<file path="src/tcb_pkg.sv">
// TCB bus definitions

package tcb_pkg;

  //////////////////////////////////////////////////////////////////////
  // bus geometry
  //////////////////////////////////////////////////////////////////////

  // address width in bits
  localparam int unsigned ADW = 32;
  // byte lanes per data word
  localparam int unsigned BEW = 4;
  // bits per byte lane
  localparam int unsigned SLW = 8;
  // data width, all lanes together
  localparam int unsigned DTW = BEW * SLW;

  //////////////////////////////////////////////////////////////////////
  // response timing
  //////////////////////////////////////////////////////////////////////

  // edges from the transfer to valid read data
  localparam int unsigned DLY = 2;

  //////////////////////////////////////////////////////////////////////
  // bus field types
  //////////////////////////////////////////////////////////////////////

  // byte address
  typedef logic [ADW-1:0] adr_t;

  // byte enables, bit b is the byte at adr+b
  typedef logic [BEW-1:0] ben_t;

  // write/read data, lane k in bits 8k+7:8k
  // a lane holds the byte whose address is k mod BEW
  typedef logic [DTW-1:0] wdt_t;

endpackage : tcb_pkg

</file>
<file path="src/tcb_mem_pkg.sv">
// TCB memory definitions

package tcb_mem_pkg;

  //////////////////////////////////////////////////////////////////////
  // memory geometry
  //////////////////////////////////////////////////////////////////////

  // memory size in bytes, addresses wrap modulo this
  localparam int unsigned SIZ = 1024;
  // rows in each byte lane
  localparam int unsigned ROWS = SIZ / tcb_pkg::BEW;

  // row index inside one lane
  typedef logic [$clog2(ROWS)-1:0] row_t;

  // lane index, also the byte offset inside a row
  typedef logic [$clog2(tcb_pkg::BEW)-1:0] lane_t;

  // port that wins when both are valid
  typedef enum logic {
    PRI_P0,
    PRI_P1
  } arb_state_t;

  //////////////////////////////////////////////////////////////////////
  // lane enables from address and byte enables
  //////////////////////////////////////////////////////////////////////

  // lane k is enabled by ben bit (k - adr) mod BEW
  // i.e. ben rotated up by the byte offset
  function automatic logic [tcb_pkg::BEW-1:0] lane_en (
    input tcb_pkg::adr_t adr,
    input tcb_pkg::ben_t ben
  );
    lane_t                   off;
    logic [tcb_pkg::BEW-1:0] en;
    off = adr[$bits(lane_t)-1:0];
    for (int k = 0; k < tcb_pkg::BEW; k++) begin
      // subtraction truncated to the lane width wraps mod BEW
      en[k] = ben[lane_t'(k - off)];
    end
    return en;
  endfunction : lane_en

endpackage : tcb_mem_pkg

</file>
<file path="src/tcb_mem_lane.sv">
// TCB address to lane mapper
`timescale 1ns/1ps

module tcb_mem_lane (
  input  logic                    gnt_vld,
  input  logic                    gnt_wen,
  input  tcb_pkg::adr_t           gnt_adr,
  input  tcb_pkg::ben_t           gnt_ben,
  // per lane row and enables
  output tcb_mem_pkg::row_t       lane_row [0:tcb_pkg::BEW-1],
  output logic [tcb_pkg::BEW-1:0] lane_wen,
  output logic [tcb_pkg::BEW-1:0] lane_ren
);

  import tcb_pkg::*;
  import tcb_mem_pkg::*;

  ////////////////////////////////////////////////////////////////////
  // address split
  ////////////////////////////////////////////////////////////////////

  lane_t             off;
  row_t              row_base;
  row_t              row_next;
  logic [BEW-1:0]    en;

  // byte offset inside the row
  assign off = gnt_adr[$bits(lane_t)-1:0];

  // row index, upper bits dropped so SIZ wraps
  assign row_base = gnt_adr[$bits(lane_t) +: $bits(row_t)];

  // next row, wraps at ROWS
  assign row_next = row_t'(row_base + 1'b1);

  ////////////////////////////////////////////////////////////////////
  // per lane row
  ////////////////////////////////////////////////////////////////////

  // lanes below the offset belong to the following row
  for (genvar k = 0; k < BEW; k++) begin : g_row
    assign lane_row[k] = (lane_t'(k) < off) ? row_next : row_base;
  end

  ////////////////////////////////////////////////////////////////////
  // enables
  ////////////////////////////////////////////////////////////////////

  // nothing enabled without a grant
  assign en = lane_en(gnt_adr, gnt_ben) & {BEW{gnt_vld}};

  // split by direction
  assign lane_wen = en & {BEW{gnt_wen}};
  assign lane_ren = en & {BEW{~gnt_wen}};

endmodule : tcb_mem_lane

</file>
<file path="config.mk">
export PLATFORM = sky130hd
export DESIGN_NAME = tcb_mem_lane
export DESIGN_NICKNAME = d
export VERILOG_FILES = /design/src/tcb_pkg.sv /design/src/tcb_mem_pkg.sv /design/src/tcb_mem_lane.sv
export SDC_FILE = /design/constraint.sdc
export NUM_CORES = 1
export LEC_CHECK = 0
export ABC_CLOCK_PERIOD_IN_PS = 2000
export CAP_MARGIN = 20
export CORE_AREA = 5 5 42 44
export DETAILED_ROUTE_END_ITERATION = 10
export DIE_AREA = 0 0 47 49
export DONT_BUFFER_PORTS = 1
export GPL_TIMING_DRIVEN = 0
export PLACE_DENSITY = 0.65
export SLEW_MARGIN = 10
export SYNTH_ARGS = -nofsm -noshare
export SYNTH_HDL_FRONTEND = slang
export SYNTH_SLANG_ARGS = --single-unit
</file>
<file path="constraint.sdc">
create_clock -name vclk -period 2
set_input_delay 0.1 -clock vclk [all_inputs]
set_output_delay 0.1 -clock vclk [all_outputs]
set_load 0.01 [all_outputs]
</file>
# --- Word level (Yosys, flattened, before mapping) ---
# Cells that the tools add are included.
classes:
  addsub: 5
  order_cmp: 8
  muxes: 12
  bitwise: 4
op_table:
  columns: ["op", "count"]
  rows:
  - ["$mux W8", 4]
  - ["$and A4 B4 Y4", 3]
  - ["$lt A2 B3 Y1 const B", 4]
  - ["$add A8 B1 Y8 const B", 1]
  - ["$bmux W1 S2", 4]
  - ["$lt A1 B2 Y1 const A", 2]
  - ["$lt A2 B2 Y1 const A", 2]
  - ["$mux W1", 4]
  - ["$sub A1 B2 Y2 const A", 2]
  - ["$sub A2 B2 Y2 const A", 2]
  - ["$not A1 Y1", 1]
totals:
  register_bits: 0
  inputBits: 38
  out_inout_bits: 40
  word_cells: 29

# --- Depth between registers and ports, before layout ---
depth:
  depth_word: 5
  ltp_mapped: 6
  depth_no_buf: 4

# --- Least setup slack after synthesis ---
# No wires, ideal clock.
synth_timing:
  kind: "input to output"
  start: "input port gnt_adr[1]"
  end: "output port lane_row[29] (netlist bit)"
  t_arrival_ns: 1.083
  required_ns: 1.900
  setup_slack_ns: 0.817
  stages: 6
  path_buffers: 2
  cell_sequence: "buf_4 -> inv_2 -> ha_1 -> clkbuf_1 -> nor3_1 -> xor2_1"
synth_rtl:
  columns: ["element", "line", "text"]
  rows:
  - ["start: declaration", "tcb_mem_lane.sv:7", "input tcb_pkg::adr_t gnt_adr,"]
  - ["end: declaration", "tcb_mem_lane.sv:10", "output tcb_mem_pkg::row_t lane_row [0:tcb_pkg::BEW-1],"]

==> results.cfg <==
[pwr]
powerDensity_nw_per_um2 = 231.2
p_leak_nw = 0.3003
ir_drop_mv = 0.1009

[routing]
antenna_left = 0
viasPerCell = 5.408
route.vias.total = 557
drt-total-wl_um = 1467
drt-initial-drc-count = 6
wire_per_inst_um = 14.24
drt_first_pass_iters = 4
drc = 0

[global_routing]
grt_pass1_wl_um = 2173
grtUsageTotal_pct = 11.66
grt_max_degree = 10
antenna_found_initial = 0
grt_pass1_vias = 516
overflow = 0

[critical_path]
worstPathRequired_ns = 1.90
critPathKind = input pin to output pin
arrival_ns = 1.22
crit_path_end_kind = output pin
crit_fanout = 8
critical_path.startpoint_type = input pin

[hold_path]
hp-class = input pin to output pin

[timing]
drv_slew = 0
setup_slack_ns = 0.6798
setup_tns_ns = 0
rsz0062_at_grt = no
maxClockFrequency_ghz = 0.7575
period_minus_slack_ns = 1.320
tightest_slew_ns = 0.3339
hold_viol = 0
finalSetupViolations = 0
worst_hold_slack_ns = 0.2869
timing.final.crit_share_pct = 66.01
relSlewSlack_pct = 77.74

[die]
die_x_um = 47
dieArea_sq_um = 2303
core_area_sq_um = 1401
num_rows = 14
ios = 78
dieHeight_um = 49
initial_utilization_pct = 47.59

[yosys]
mappedNetlistNets = 128
synth_top_area_share_pct = 15.76
synth.distinct_cells = 23
yosysSeqAreaShare_pct = 0
yosys-top-cells-count = 12 x nor2_1, 12 x xnor2_1, 9 x buf_4, 8 x xor2_1, 7 x mux2_2
synth_area_per_cell_sq_um = 7.665
synthTopCellsByArea = xnor2_1 16%, mux2_2 12%, xor2_1 11%
syn_inst = 87
yosysTopAreaCell = xnor2_1
yosys_warnings = 0
syn-cell-area_sq_um = 666.9

[finish]
drive_gt1_share_pct = 31.03
clkbuf_count = 0
diodes = 0
flops_and_latches = 0
regArea_sq_um = 0
area_growth_pct = 3.002
fin_nets = 130

[placement]
numPortBuffers = 0
pre_cts_ws_ns = 0.6478
gp_congestion = 0.7105
dpl.hpwl_um = 1281

[clock_network]
ctsHoldBuffers = 0
ctsResizeCount = 0
postCtsSetupRepairBufs = 0

[outcome]
outcome = finished, final reports clean

[run]
cap_violations = 0
logic make-up (layout without fill, tap and decap cells):
logic type	after synthesis	after routing	share of synthesized area, %
fa+ha+maj	3	3	5.629
simple gates	33	33	25.33
buf+inv	19	19	22.51
xor+xnor	21	21	28.71
mux	11	11	17.82
metal layers:
layer / global-route usage (%) / wire, um / vias up
li1: - / - / 276
met1: 14.38 / 523 / 246
met2: 21.27 / 729 / 35
met3: 1.476 / 214 / 0
met4: 0.9217 / 0 / 0
met5: 0 / 0 / -
critical path, stage by stage:
cell and delay (ns):
buf_4 0.15, inv_2 0.07, ha_1 0.17, clkbuf_1 0.19, nor3_1 0.27, xor2_1 0.28
where the power goes:
group	total (W)	internal, W	leakage, nW	switching (W)
logic	0.000159	0.0000684	0.300	0.0000904
clock network	0	0	0	0
registers	0	0	0	0
total	0.000159	0.0000684	0.300	0.0000904
layout make-up:
cell class	count	area, sq um
inverters	2	7.507
multi-input cells	68	516.7
plain buffers	17	142.6
well taps	16	20.02
fillers	151	714.4
cells in the final DEF, fill, tap and decap left out:
| cell | count |
|---|---|
| and3_1 | 1 |
| buf_4 | 9 |
| ha_1 | 3 |
| inv_1 | 1 |
| nand3_2 | 1 |
| inv_2 | 1 |
| nor3_1 | 2 |
| nand2_1 | 6 |
| xnor2_1 | 12 |
| mux2i_1 | 4 |
| xor2_1 | 8 |
| nand4_1 | 5 |
| or3_4 | 1 |
| xnor2_2 | 1 |
| nand3_1 | 1 |
| buf_2 | 2 |
| buf_6 | 3 |
| clkbuf_8 | 2 |
| mux2_2 | 7 |
| nand2b_1 | 3 |
| clkbuf_1 | 1 |
| nand4b_1 | 1 |
| nor2_1 | 12 |
metrics by stage:
stage / instance area [sq um] / cells / power, W / utilization, %
floorplan: 666.9 / 87 / 0.0001427 / -
global placement: 686.9 / 103 / 0.0001581 / 49.02
detailed placement: 686.9 / 103 / 0.0001613 / 49.02
CTS: 686.9 / 103 / 0.0001617 / 49.02
global route: 686.9 / 103 / 0.0001725 / 49.02
finish: 686.9 / 103 / 0.0001588 / 49.02
path summary, 6_finish.rpt:
path / start / end / slack (ns) / cells past startpoint
setup / recovery: gnt_adr[1] / lane_row[31] / 0.68 / 6
hold / removal: gnt_adr[9] / lane_row[31] / 0.29 / 1
No activity file was read; power rests on OpenSTA's default activity.
