### config.mk
export PLATFORM = sky130hd
export DESIGN_NAME = tcb_mem_rdp
export DESIGN_NICKNAME = d
export VERILOG_FILES = /design/src/tcb_pkg.sv /design/src/tcb_mem_rdp.sv
export SDC_FILE = /design/constraint.sdc
export NUM_CORES = 1
export LEC_CHECK = 0
export BUFFER_PORTS_ARGS = -buffer_cell sky130_fd_sc_hd__buf_2
export CAP_MARGIN = 20
export CORE_UTILIZATION = 42
export DETAILED_ROUTE_END_ITERATION = 10
export PLACE_DENSITY = 0.71
export RECOVER_POWER = 100
export SLEW_MARGIN = 20
export SYNTH_ARGS = -nofsm -noshare
export SYNTH_HDL_FRONTEND = slang
export SYNTH_SLANG_ARGS = --single-unit
### constraint.sdc
create_clock -name tcb -period 0.9 [get_ports tcb]
set_input_delay 0.045 -clock tcb [delete_from_list [all_inputs] [get_ports tcb]]
set_output_delay 0.045 -clock tcb [all_outputs]
set_load 0.02 [all_outputs]
### src/tcb_pkg.sv
// TCB bus definitions

package tcb_pkg;

  //////////////////////////////////////////////////////////////////////
  // bus geometry
  //////////////////////////////////////////////////////////////////////

  // address width in bits
  localparam int unsigned ADW = 32;
  // byte lanes per data word
  localparam int unsigned BEW = 4;
  // bits per byte lane
  localparam int unsigned SLW = 8;
  // data width, all lanes together
  localparam int unsigned DTW = BEW * SLW;

  //////////////////////////////////////////////////////////////////////
  // response timing
  //////////////////////////////////////////////////////////////////////

  // edges from the transfer to valid read data
  localparam int unsigned DLY = 2;

  //////////////////////////////////////////////////////////////////////
  // bus field types
  //////////////////////////////////////////////////////////////////////

  // byte address
  typedef logic [ADW-1:0] adr_t;

  // byte enables, bit b is the byte at adr+b
  typedef logic [BEW-1:0] ben_t;

  // write/read data, lane k in bits 8k+7:8k
  // a lane holds the byte whose address is k mod BEW
  typedef logic [DTW-1:0] wdt_t;

endpackage : tcb_pkg

### src/tcb_mem_rdp.sv
// TCB read data pipeline
`timescale 1ns/1ps

module tcb_mem_rdp (
  input  logic                    tcb,
  input  logic                    rst,
  // read tag from the arbiter
  input  logic                    rsp_vld,
  input  logic                    rsp_port,
  input  logic [tcb_pkg::BEW-1:0] rsp_lanes,
  // raw bank data, aligned with the tag
  input  tcb_pkg::wdt_t           bank_rdt,
  // held read data per port
  output tcb_pkg::wdt_t           p0_rdt,
  output tcb_pkg::wdt_t           p1_rdt
);

  import tcb_pkg::*;

  ////////////////////////////////////////////////////////////////////
  // lane mask
  ////////////////////////////////////////////////////////////////////

  wdt_t rdt_msk;

  // disabled lanes read zero
  always_comb begin
    for (int k = 0; k < BEW; k++) begin
      rdt_msk[k*SLW +: SLW] = rsp_lanes[k] ? bank_rdt[k*SLW +: SLW] : '0;
    end
  end

  ////////////////////////////////////////////////////////////////////
  // port output registers
  ////////////////////////////////////////////////////////////////////

  // only the owner updates
  // the other port keeps its last response
  always_ff @(posedge tcb) begin
    if (rst) begin
      p0_rdt <= '0;
      p1_rdt <= '0;
    end else if (rsp_vld) begin
      if (rsp_port) begin
        p1_rdt <= rdt_msk;
      end else begin
        p0_rdt <= rdt_msk;
      end
    end
  end

endmodule : tcb_mem_rdp

* After elaboration in Yosys (flattened, before gate mapping)
Index checks and enable logic that the tools add are counted.
** Cells by class
- Multiplexer cells :: 4
- Bitwise logic cells :: 1
- Reduce and logical (&&, ||, !) cells :: 2
** Operator list (number)
- $mux W8 :: 4
- $reduce_and A2 Y1 :: 2
- $not A1 Y1 :: 1
** Word-level totals
- Bits in registers :: 64
- Input bits :: 40
- Output and inout bits :: 64
- Word-level logic and storage cells :: 9

* Logic depth before layout (Yosys ltp)
- Word-level depth :: 2
- Gate-level depth with buffers :: 6
- Gate-level depth less buffers :: 3

* Worst setup path before layout
No wires, ideal clock.
- Path kind :: input -> register
- From :: input rsp_vld
- To :: register p0_rdt[0]
- Library setup time :: 0.132 ns
- Arrival time :: 0.688 ns
- Data required time :: 0.768 ns
- Slack :: 0.080 ns
- Stages on the path :: 6
- Buffers on the path :: 3
- Cell sequence :: buf_4 nor2b_1 buf_2 buf_6 nand3_1 a21oi_1
** On the way
- Cells in the longest elaborated chain, start to end :: 1
** Ends and longest elaborated chain
- start, declared :: line tcb_mem_rdp.sv:8 : input logic rsp_vld,
- $reduce_and A2 Y1 (no source line)
- end signal, assigned :: line tcb_mem_rdp.sv:47 : p0_rdt <= rdt_msk;
- end, declared :: line tcb_mem_rdp.sv:14 : output tcb_pkg::wdt_t p0_rdt,
Every way passes these cells.
A chain may end at the register's enable or synchronous reset.

* Worst setup path in the final report
- From :: register p1_rdt[12]
- To :: output p1_rdt[12]
** RTL lines
- start, declared :: line tcb_mem_rdp.sv:15 : output tcb_pkg::wdt_t p1_rdt
- start signal, assigned :: line tcb_mem_rdp.sv:45 : p1_rdt <= rdt_msk;
No word-level cell between the ends.

==> tab_implementation.tex <==
\begin{tabular}{lr}
\hline
Metric & Value \\
\hline
\multicolumn{2}{l}{\textbf{Cells and area}} \\
\quad Cell area after layout & 3700 µm² \\
\quad Share of post-route cells with drive strength above 1 & 33.4\% \\
\quad Growth of design area from synthesis to finish & 55.3\% \\
\quad Layout fillers & 468 \\
\quad Final layout net count & 457 \\
\quad Antenna diode count & 0 \\
\quad Final non-filler cell total & 494 \\
\multicolumn{2}{l}{\textbf{Clock network}} \\
\quad Clock sink count & 64 \\
\quad Clock Path Buffers & 2 \\
\quad H-tree level count & 3 \\
\quad TritonCTS clock tree & yes \\
\quad CTS clock-pin slew for the worst setup and hold paths & 0.07 ns \\
\quad Clock network latency to the later pin of the worst-skew pair & 0.33 ns \\
\quad Root Buffer & sky130\_fd\_sc\_hd\_\_clkbuf\_8 \\
\quad Number of buffers created by CTS & 9 \\
\quad Postcts setup bufs & 0 \\
\multicolumn{2}{l}{\textbf{Timing}} \\
\quad Clock tree skew after final layout & 0 ns \\
\quad Pin slew with the least headroom to its limit & 0.288 ns \\
\quad Number of hold violations in the final report & 0 \\
\quad Post-route setup TNS & 0 ns \\
\quad Fmax & 1.14 GHz \\
\quad Final clock period utilization by the worst path & 97.1\% \\
\quad Rel. slew slack & 80.8\% \\
\quad Final Max Slew Viols & 0 \\
\quad Total of endpoints with negative setup slack in the final report & 0 \\
\quad Min cycle time layout & 0.874 ns \\
\quad Final worst hold slack & 0.0924 ns \\
\quad Final setup slack of the worst path & 0.0258 ns \\
\multicolumn{2}{l}{\textbf{Worst setup path}} \\
\quad Arrival time worst endpoint & 0.83 ns \\
\quad Crit path largest cell delay & 0.35 ns \\
\quad Crit path cell chain & buf\_4 \\
\quad Max Fanout on Critical Path & 2 \\
\quad Slowest stage cell on the critical path & sky130\_fd\_sc\_hd\_\_dfxtp\_1 \\
\quad Number of buffers and inverters on the critical path & 1 \\
\quad Critical path class & reg2out \\
\quad Cell family with the largest share of critical-path delay & flip-flops \\
\quad Kind of start point of the critical path & flip-flop \\
\quad Critical Path End Type & primary output \\
\quad WP data required & 0.85 ns \\
\quad Reg-to-reg slack, setup & 0.27 ns \\
\multicolumn{2}{l}{\textbf{Detailed routing}} \\
\quad Iteration count of the initial detailed-routing pass & 4 \\
\quad \# DRC & 0 \\
\quad WL per Instance & 14.3 µm \\
\quad Initial DRC count & 130 \\
\quad Via-to-Cell Ratio & 5.18 \\
\quad Routed via count & 2,560 \\
\quad Number of nets still failing antenna checks after routing & 0 \\
\quad Overall routed net length & 7.05 mm \\
\multicolumn{2}{l}{\textbf{Synthesis}} \\
\quad Yosys cell types & 11 \\
\quad Nets in the synthesized netlist & 332 \\
\quad Post-Syn Instances & 292 \\
\quad Area leader, netlist & sky130\_fd\_sc\_hd\_\_dfxtp\_1 \\
\quad Ranking of synthesized cells by area & sky130\_fd\_sc\_hd\_\_dfxtp\_1 (54\%), sky130\_fd\_sc\_hd\_\_a21oi\_1 (13\%), sky130\_fd\_sc\_hd\_\_nand2\_1 (10\%) \\
\quad Flip-flop and latch count after synthesis & 64 \\
\quad Number of warning messages in the yosys log & 0 \\
\quad Count of flip-flops with a built-in enable after synthesis & 0 \\
\quad Cell area after synthesis & 2380 µm² \\
\quad Top-count cell post-synth & sky130\_fd\_sc\_hd\_\_nand2\_1 \\
\quad Ys flop type & sky130\_fd\_sc\_hd\_\_dfxtp\_1 \\
\quad Area fraction of the dominant cell type after synthesis & 53.8\% \\
\quad Sequential cell area fraction in the yosys report & 53.8\% \\
\quad Ys async rst share & 0\% \\
\quad Mean post-synth cell area & 8.16 µm² \\
\quad Top cell types by occurrence after synthesis & sky130\_fd\_sc\_hd\_\_nand2\_1 (65), sky130\_fd\_sc\_hd\_\_a21oi\_1 (64), sky130\_fd\_sc\_hd\_\_dfxtp\_1 (64) \\
\multicolumn{2}{l}{\textbf{Power}} \\
\quad Standby leakage power & 1.46 nW \\
\quad Largest vdd supply drop & 1090 µV \\
\quad Cell Pwr Density & 1880 nW/µm² \\
\multicolumn{2}{l}{\textbf{Job}} \\
\quad Max-cap violation count & 0 \\
\multicolumn{2}{l}{\textbf{Global routing}} \\
\quad Initial antenna violation count & 0 \\
\quad Grt ovf & 0 \\
\quad Global Route Usage Sum & 23.4\% \\
\quad Number of global-route vias before repair & 2,352 \\
\quad Maximum number of pins on one net before global-route repair & 65 \\
\quad Global-route wire length before repair & 11.0 mm \\
\multicolumn{2}{l}{\textbf{Worst hold path}} \\
\quad Worst hold path type & in2reg \\
\multicolumn{2}{l}{\textbf{Floorplanning}} \\
\quad Number of rows created at floorplan & 27 \\
\quad DIE AREA & 5980 µm² \\
\quad Core region area & 5470 µm² \\
\quad Effective utilization at floorplan & 43.6\% \\
\quad DIE HEIGHT & 77.3 µm \\
\quad I/O pins & 104 \\
\quad Die span in x & 77.3 µm \\
\multicolumn{2}{l}{\textbf{Place}} \\
\quad Area after detailed placement & 2950 µm² \\
\quad Number of placed instances with taps included & 446 \\
\quad IO buf count & 103 \\
\quad Pre-CTS worst setup slack & -0.000116 ns \\
\quad HPWL after DPL & 4.18 mm \\
\quad Final weighted congestion of routability-driven global placement & 0.731 \\
\multicolumn{2}{l}{\textbf{Run status}} \\
\quad Run status & finished, final reports clean \\
\hline
\end{tabular}
## layer usage
metal | vias up | GRT usage (%) | part of all wire, %
li1 | 1266 | - | -
met1 | 1188 | 29.5 | 42
met3 | 10 | 6.35 | 5.4
met5 | - | 0 | 0
met2 | 96 | 37.8 | 51
met4 | 0 | 9.81 | 1.4
## kinds of logic after synthesis
family / share of synthesized area [%]
AND/OR/NAND/NOR: 25.9
AO/OA/AOI/OAI: 13.4
flip-flops: 53.8
buffers and inverters: 6.93
## placed cells by master (no fill, tap or decap)
cell and count:
sky130_fd_sc_hd__buf_4 70, sky130_fd_sc_hd__nand2_1 65, sky130_fd_sc_hd__a21oi_1 64, sky130_fd_sc_hd__dfxtp_2 39, sky130_fd_sc_hd__nand3_1 32, sky130_fd_sc_hd__nand4_1 32, sky130_fd_sc_hd__dlygate4sd3_1 32, sky130_fd_sc_hd__clkbuf_1 30
sky130_fd_sc_hd__dfxtp_1 25, sky130_fd_sc_hd__clkbuf_8 12, sky130_fd_sc_hd__buf_2 12, sky130_fd_sc_hd__bufinv_16 3, sky130_fd_sc_hd__buf_12 3, sky130_fd_sc_hd__nor2b_2 1, sky130_fd_sc_hd__nand2b_1 1, sky130_fd_sc_hd__clkinv_4 1
## per-stage QoR
step / util, % / total power (W)
CTS: 64.9 / 0.00694
detailed placement: 54.0 / 0.00369
finish: 67.6 / 0.00696
global route: 67.6 / 0.00724
floorplan: - / 0.00342
global placement: 54.0 / 0.00369
## registers in the layout (all words and copies together) (netlist names)
| register | cells |
|---|---|
| p0_rdt | 32 |
| p1_rdt | 32 |
## final timing paths
check,startpoint,to,depth (start not counted)
hold reg to reg,p0_rdt[5],p0_rdt[5],2
setup reg to reg,p0_rdt[19],p0_rdt[19],2
setup / recovery,p1_rdt[12],p1_rdt[12],1
hold / removal,rsp_lanes[3],p0_rdt[29],3
## power breakdown
group / total (W) / switching [W] / internal [W]
registers: 0.00297 / 0.0000465 / 0.00293
logic: 0.000817 / 0.000466 / 0.000352
clock network: 0.00317 / 0.00110 / 0.00207
## final cells by class
cell class	count	area (µm²)	share of cell area, %
Multi-Input combinational cell	195	940	25.4
Clock buffer	12	165	4.46
Clock inverter	4	98.8	2.67
Timing Repair Buffer	147	1080	29.1
Sequential cell	64	1330	35.9
Tap cell	72	90.1	2.43
## timing repair
item,CTS,global route
hold endpoints to repair,56,0
hold buffers,32,0
setup endpoints to repair,6,61
resized for setup,6,94
(Power assumes the default switching activity.)
