$ cat config.mk
export PLATFORM = sky130hd
export DESIGN_NAME = tcb_mem_arb
export DESIGN_NICKNAME = d
export VERILOG_FILES = /design/src/tcb_pkg.sv /design/src/tcb_mem_pkg.sv /design/src/tcb_mem_arb.sv
export SDC_FILE = /design/constraint.sdc
export NUM_CORES = 1
export LEC_CHECK = 0
export ABC_AREA = 1
export BUFFER_PORTS_ARGS = -buffer_cell sky130_fd_sc_hd__buf_4
export CORE_AREA = 2 2 85 87
export DETAILED_ROUTE_END_ITERATION = 6
export DIE_AREA = 0 0 87 89
export PLACE_DENSITY = 0.73
export SYNTH_ARGS = -nofsm -noshare
export SYNTH_HDL_FRONTEND = slang
export SYNTH_SLANG_ARGS = --single-unit
$ cat constraint.sdc
create_clock -name tcb -period 1.1 [get_ports tcb]
set_input_delay 0.22 -clock tcb [delete_from_list [all_inputs] [get_ports tcb]]
set_output_delay 0.22 -clock tcb [all_outputs]
set_load 0.03 [all_outputs]
$ cat src/tcb_pkg.sv
// TCB bus definitions

package tcb_pkg;

  //////////////////////////////////////////////////////////////////////
  // bus geometry
  //////////////////////////////////////////////////////////////////////

  // address width in bits
  localparam int unsigned ADW = 32;
  // byte lanes per data word
  localparam int unsigned BEW = 4;
  // bits per byte lane
  localparam int unsigned SLW = 8;
  // data width, all lanes together
  localparam int unsigned DTW = BEW * SLW;

  //////////////////////////////////////////////////////////////////////
  // response timing
  //////////////////////////////////////////////////////////////////////

  // edges from the transfer to valid read data
  localparam int unsigned DLY = 2;

  //////////////////////////////////////////////////////////////////////
  // bus field types
  //////////////////////////////////////////////////////////////////////

  // byte address
  typedef logic [ADW-1:0] adr_t;

  // byte enables, bit b is the byte at adr+b
  typedef logic [BEW-1:0] ben_t;

  // write/read data, lane k in bits 8k+7:8k
  // a lane holds the byte whose address is k mod BEW
  typedef logic [DTW-1:0] wdt_t;

endpackage : tcb_pkg

$ cat src/tcb_mem_pkg.sv
// TCB memory definitions

package tcb_mem_pkg;

  //////////////////////////////////////////////////////////////////////
  // memory geometry
  //////////////////////////////////////////////////////////////////////

  // memory size in bytes, addresses wrap modulo this
  localparam int unsigned SIZ = 1024;
  // rows in each byte lane
  localparam int unsigned ROWS = SIZ / tcb_pkg::BEW;

  // row index inside one lane
  typedef logic [$clog2(ROWS)-1:0] row_t;

  // lane index, also the byte offset inside a row
  typedef logic [$clog2(tcb_pkg::BEW)-1:0] lane_t;

  // port that wins when both are valid
  typedef enum logic {
    PRI_P0,
    PRI_P1
  } arb_state_t;

  //////////////////////////////////////////////////////////////////////
  // lane enables from address and byte enables
  //////////////////////////////////////////////////////////////////////

  // lane k is enabled by ben bit (k - adr) mod BEW
  // i.e. ben rotated up by the byte offset
  function automatic logic [tcb_pkg::BEW-1:0] lane_en (
    input tcb_pkg::adr_t adr,
    input tcb_pkg::ben_t ben
  );
    lane_t                   off;
    logic [tcb_pkg::BEW-1:0] en;
    off = adr[$bits(lane_t)-1:0];
    for (int k = 0; k < tcb_pkg::BEW; k++) begin
      // subtraction truncated to the lane width wraps mod BEW
      en[k] = ben[lane_t'(k - off)];
    end
    return en;
  endfunction : lane_en

endpackage : tcb_mem_pkg

$ cat src/tcb_mem_arb.sv
// TCB two port arbiter
`timescale 1ns/1ps

module tcb_mem_arb (
  input  logic                    tcb,
  input  logic                    rst,
  // port 0 request
  input  logic                    p0_vld,
  input  logic                    p0_wen,
  input  tcb_pkg::adr_t           p0_adr,
  input  tcb_pkg::ben_t           p0_ben,
  input  tcb_pkg::wdt_t           p0_wdt,
  // port 1 request
  input  logic                    p1_vld,
  input  logic                    p1_wen,
  input  tcb_pkg::adr_t           p1_adr,
  input  tcb_pkg::ben_t           p1_ben,
  input  tcb_pkg::wdt_t           p1_wdt,
  // handshake back to the managers
  output logic                    p0_rdy,
  output logic                    p1_rdy,
  // granted request
  output logic                    gnt_vld,
  output logic                    gnt_wen,
  output tcb_pkg::adr_t           gnt_adr,
  output tcb_pkg::ben_t           gnt_ben,
  output tcb_pkg::wdt_t           gnt_wdt,
  // read tag, aligned with bank data
  output logic                    rsp_vld,
  output logic                    rsp_port,
  output logic [tcb_pkg::BEW-1:0] rsp_lanes
);

  import tcb_pkg::*;
  import tcb_mem_pkg::*;

  ////////////////////////////////////////////////////////////////////
  // priority state
  ////////////////////////////////////////////////////////////////////

  arb_state_t state;

  // lone valid port always wins, tie goes to state
  assign p0_rdy = p0_vld & (~p1_vld | (state == PRI_P0));
  assign p1_rdy = p1_vld & (~p0_vld | (state == PRI_P1));

  // flip priority only after a tie
  always_ff @(posedge tcb) begin
    if (rst) begin
      state <= PRI_P0;
    end else if (p0_vld && p1_vld) begin
      state <= (state == PRI_P0) ? PRI_P1 : PRI_P0;
    end
  end

  ////////////////////////////////////////////////////////////////////
  // request mux
  ////////////////////////////////////////////////////////////////////

  // at most one rdy is high, so p1_rdy selects
  assign gnt_vld = p0_rdy | p1_rdy;
  assign gnt_wen = p1_rdy ? p1_wen : p0_wen;
  assign gnt_adr = p1_rdy ? p1_adr : p0_adr;
  assign gnt_ben = p1_rdy ? p1_ben : p0_ben;
  assign gnt_wdt = p1_rdy ? p1_wdt : p0_wdt;

  ////////////////////////////////////////////////////////////////////
  // read tag
  ////////////////////////////////////////////////////////////////////

  // valid only for reads
  always_ff @(posedge tcb) begin
    if (rst) begin
      rsp_vld <= 1'b0;
    end else begin
      rsp_vld <= gnt_vld & ~gnt_wen;
    end
  end

  // owner and lane mask, only looked at with rsp_vld
  always_ff @(posedge tcb) begin
    rsp_port  <= p1_rdy;
    rsp_lanes <= lane_en(gnt_adr, gnt_ben);
  end

  ////////////////////////////////////////////////////////////////////
  // checks
  ////////////////////////////////////////////////////////////////////

  // one grant per cycle
  a_rdy_onehot: assert property (@(posedge tcb) disable iff (rst)
    !(p0_rdy && p1_rdy));

  // stalled managers keep their request
  a_p0_hold: assert property (@(posedge tcb) disable iff (rst)
    (p0_vld && !p0_rdy) |=> ($stable(p0_adr) && $stable(p0_wdt)));

  a_p1_hold: assert property (@(posedge tcb) disable iff (rst)
    (p1_vld && !p1_rdy) |=> ($stable(p1_adr) && $stable(p1_wdt)));

endmodule : tcb_mem_arb

**Yosys cells after proc, flatten, opt, wreduce, memory -nomap -nowiden**

Index checks and enable logic that the tools add are counted.

- Bits in registers: 7
- Logic and storage cells: 36
- Output and inout port bits: 78

- Reductions and logical operators: 1
- Bitwise logic cells: 10
- Multiplexer cells: 13
- $lt $le $gt $ge: 4
- Add/subtract/negate cells: 4

Operators by type and width:

| operator | count |
|---|---|
| $mux 32 | 2 |
| $lt 2x3->1 const B | 4 |
| $bmux 1 s2 | 4 |
| $mux 1 | 6 |
| $mux 4 | 1 |
| $not 1->1 | 4 |
| $sub 1x2->2 const A | 2 |
| $sub 2x2->2 const A | 2 |
| $and 1x1->1 | 3 |
| $or 1x1->1 | 3 |
| $logic_and 1x1->1 | 1 |

**Longest topological paths before layout**

- Depth in word-level cells: 7
- Depth in mapped cells: 9
- Gate-level depth less buffers: 9

**Worst setup path before layout**

No wires, ideal clock.

- Path type: reg-to-output
- Start point: register state
- End point: output port gnt_wdt[10]
- Data arrival time: 1.177 ns
- Slack: -0.297 ns
- Path buffers: 2
- Cell stages (with the launch flop): 7
- Data required time: 0.880 ns
- Cell sequence: dfxtp_1 -> nand2_4 -> nand2_4 -> buf_6 -> buf_6 -> nand2_1 -> nand2_1

- Word-level cells in the longest chain between the ends: 3

RTL lines:

| item | RTL line | source |
|---|---|---|
| from (decl) | tcb_mem_arb.sv:41 | `arb_state_t state;` |
| from (signal assigned) | tcb_mem_arb.sv:52 | `state <= (state == PRI_P0) ? PRI_P1 : PRI_P0;` |
| $or 1x1->1 | tcb_mem_arb.sv:45 | `assign p1_rdy = p1_vld & (~p0_vld \| (state == PRI_P1));` |
| $and 1x1->1 | tcb_mem_arb.sv:45 |  |
| net p1_rdy | tcb_mem_arb.sv:21 | `output logic p1_rdy,` |
| $mux 32 | tcb_mem_arb.sv:65 | `assign gnt_wdt = p1_rdy ? p1_wdt : p0_wdt;` |
| to (decl) | tcb_mem_arb.sv:27 | `output tcb_pkg::wdt_t gnt_wdt,` |

The timed path passes the listed nets, and every way through them passes these cells.

**Worst setup path in the final report**

- Start point: register state
- End point: output port gnt_adr[11]

- Word-level cells in the longest chain between the ends: 3

RTL lines:

| item | RTL line | source |
|---|---|---|
| $or 1x1->1 | tcb_mem_arb.sv:45 |  |
| $and 1x1->1 | tcb_mem_arb.sv:45 |  |
| $mux 32 | tcb_mem_arb.sv:63 | `assign gnt_adr = p1_rdy ? p1_adr : p0_adr;` |
| to (decl) | tcb_mem_arb.sv:25 | `output tcb_pkg::adr_t gnt_adr,` |

No other way between the ends.

==> summary by stage <==
Cells and area
After the last flow step, the layout net total stands at 678. Leaving out fill and tap cells, the most frequent cells in the layout are sky130_fd_sc_hd__buf_4 (159), sky130_fd_sc_hd__nand2_4 (93), sky130_fd_sc_hd__buf_6 (76). The post-route cell area is 4810 um2.

The area growth from synthesis to layout is 256%. Leaving out fill and tap cells, the most frequent cell in the layout is sky130_fd_sc_hd__buf_4. The count of inserted antenna diode cells is 0. The layout cell share with drive strength beyond 1 is 0.822.

Route
The first detailed-routing pass ran for 6 iterations. In this run, the number of DRC markers left after iteration 0 of detailed routing was 57. Detailed routing inserted a total of 2831 vias. The count of antenna-violating nets left after detailed routing is 0. For this block, the routed nets add up to 10.1 mm of wire. The DRC violations left is 0.

Dividing the detail-routed wire length by the instance count gives 16.5 um. The detail-routed via count per cell is 4.60.

Floorplan
The width of the die is 87 um. The initial utilization of the core area, before any placement, comes to 0.201. The standard-cell row count is 30.

The total core area is 6720 um2. The number of top-level design ports is 220. The die covers 7740 um2. The die extent in y is 89 um.

Placed design
The worst setup slack after placement is -0.341 ns. The congestion estimate from routability-driven global placement came to 0.799. The cell area reported after detailed placement is 3630 um2. During placement, the flow inserted port buffers numbering 219. The estimated wirelength of the detail-placed design is 6.27 mm.

Global routing
The number of global-route vias before repair is 2687. Entering global routing, the biggest net connects 41 pins. The first-pass GRT wire length is 12.2 mm.

The global router's overall resource usage is 0.195. After global routing the overflow that remains totals 0. The initial antenna violation count is 0.

Timing
At the pin with the least slew margin, the transition time is 0.178 ns. The worst max-slew margin expressed relative to the limit is 0.881. The timing-limited maximum frequency is 621 MHz.

The count of final max-slew check failures is 0. The final worst setup slack is -0.510 ns. The final period utilization is 1.46. The total count of hold-check failures in the final report came to 0. After layout, the minimum clock period comes to 1.61 ns.

Setup repair after global routing could not meet its margin everywhere. Setup violations remaining at the end of the flow were counted as 77. The final setup skew is 0.00404 ns.

Flow run
Across the run, the number of max-cap violations was 0.

Synthesis
The share of the Yosys chip area taken by registers is 0.104. The average footprint of a synthesized cell is 4.64 um2. The synthesized instance count is 291. The mapped cell area is 1350 um2.

The distinct cell type count after synthesis is 12. The number of warnings reported in the yosys synthesis log is 0. Counting flops and latches in the post-synthesis netlist gives 7.

The net count after synthesis is 433.

Setup path
Counting both buffers and inverters, the worst setup path holds a total of 3. The required time at the endpoint of the critical path is 0.88 ns. STA classifies the critical path startpoint as a register.

The critical path starts at state. The startpoint identified for the worst register-to-register timing path is state. The critical path goes through buf_6, nand2_8, nand2_8, clkbuf_16, nand2_2, nand2_4, buf_6. The kind of end point of the critical path is an output port. For this run, the slowest stage of the critical path takes 0.36 ns. The maximum net fanout on the critical path is 8. The standard cell with the maximum stage delay on the critical path is sky130_fd_sc_hd__dfxtp_4. The path type of the worst setup path is register to output port. The kind of cell adding the most delay to the critical path is buffers and inverters. The critical path arrival is 1.39 ns.

Status
The final reports fail on negative setup slack. The run finished, with violations left.

Clock network
The tree is rooted in a sky130_fd_sc_hd__clkbuf_8. The clock passes through at most 2 buffers. For this design, the CTS-stage hold fixing added 0 buffers. In this run the number of H-tree levels came out at 1. The number of buffers created by CTS is 3.

The clock-pin slew on the worst setup and hold paths is 0.04 ns. The clock sink count is 7. TritonCTS built the clock tree. The clock network latency to the later pin of the worst-skew pair is 0.23 ns.

Pwr
The standby leakage power is 2.64 nW. The maximum VDD drop is 0.625 mV. The power density normalized to cell area is 768 nW/um2.

Min path
The startpoint of the worst hold path is rst. The tightest min-delay check is of the primary input to register type.
[registers in the layout, summed over array words and instances, names as in the netlist]
name,flops
rsp_vld,1
rsp_port,1
state,1
rsp_lanes,4
[power breakdown]
part | switching (W) | total, W | internal, W
logic | 0.00160 | 0.00303 | 0.00143
clock network | 0.000116 | 0.000368 | 0.000251
registers | 0.0000106 | 0.000299 | 0.000289
[logic make-up (layout without fill, tap and decap cells)]
group,Yosys count,after routing,share of synthesized area
simple gates,255,256,0.757
buf+inv,26,269,0.128
flops,7,7,0.104
compound gates,3,3,0.0111
[area by class of cell]
cell class / count / area [um2]
tap: 80 / 100
timing repair buffer: 254 / 2480
inverter: 11 / 41.3
fill: 461 / 1910
sequential: 7 / 144
multi-input combinational: 259 / 2000
clock buffer: 4 / 45.0
[path summary, 6_finish.rpt]
path                            slack, ns           end  cells past startpoint
worst min-delay path                 0.15         state                      2
worst min register to register       0.53         state                      2
worst max register to register      -0.29  rsp_lanes[3]                     10
worst max-delay path                -0.51   gnt_adr[11]                      7
[metrics by stage]
step	hold slack (ns)	utilization	instances	power [W]	setup TNS, ns
6_report	0.151	0.716	615	0.00370	-33.36
3_5_place_dp	0.389	0.540	592	0.00261	-19.31
4_1_cts	0.146	0.620	601	0.00330	-33.27
5_1_grt	0.152	0.716	615	0.00386	-37.26
2_1_floorplan	0.282	-	291	0.00168	-7.88
3_3_place_gp	0.387	0.540	592	0.00258	-17.37
[synthesized netlist by cell type]
cell | number | share of area
sky130_fd_sc_hd__nand2_1 | 228 | 0.63
sky130_fd_sc_hd__nand3_1 | 19 | 0.070
sky130_fd_sc_hd__buf_6 | 9 | 0.075
sky130_fd_sc_hd__inv_1 | 9 | 0.025
sky130_fd_sc_hd__dfxtp_1 | 7 | 0.10
sky130_fd_sc_hd__buf_2 | 6 | 0.022
sky130_fd_sc_hd__nand2_2 | 4 | 0.019
sky130_fd_sc_hd__nand2_4 | 3 | 0.025
sky130_fd_sc_hd__a21oi_1 | 2 | 0.0074
sky130_fd_sc_hd__inv_2 | 2 | 0.0056
sky130_fd_sc_hd__nor3b_2 | 1 | 0.0093
sky130_fd_sc_hd__o21ai_0 | 1 | 0.0037
[metal layers]
metal  global-route usage  vias to the layer above  share of wire
met1                0.208                     1313           0.37
met3               0.0305                       26          0.062
met5                    0                        -              0
met2                0.380                      124           0.54
met4               0.0767                        0          0.027
li1                     -                     1368              -
[repair_timing]
action                                  4_1_cts  5_1_grt
resized for setup                           120      100
endpoints found under the setup margin       76       77
pin swaps                                    13        2
cloned                                        2       13
setup buffers                                 3        1
No activity file was read; power rests on OpenSTA's default activity.
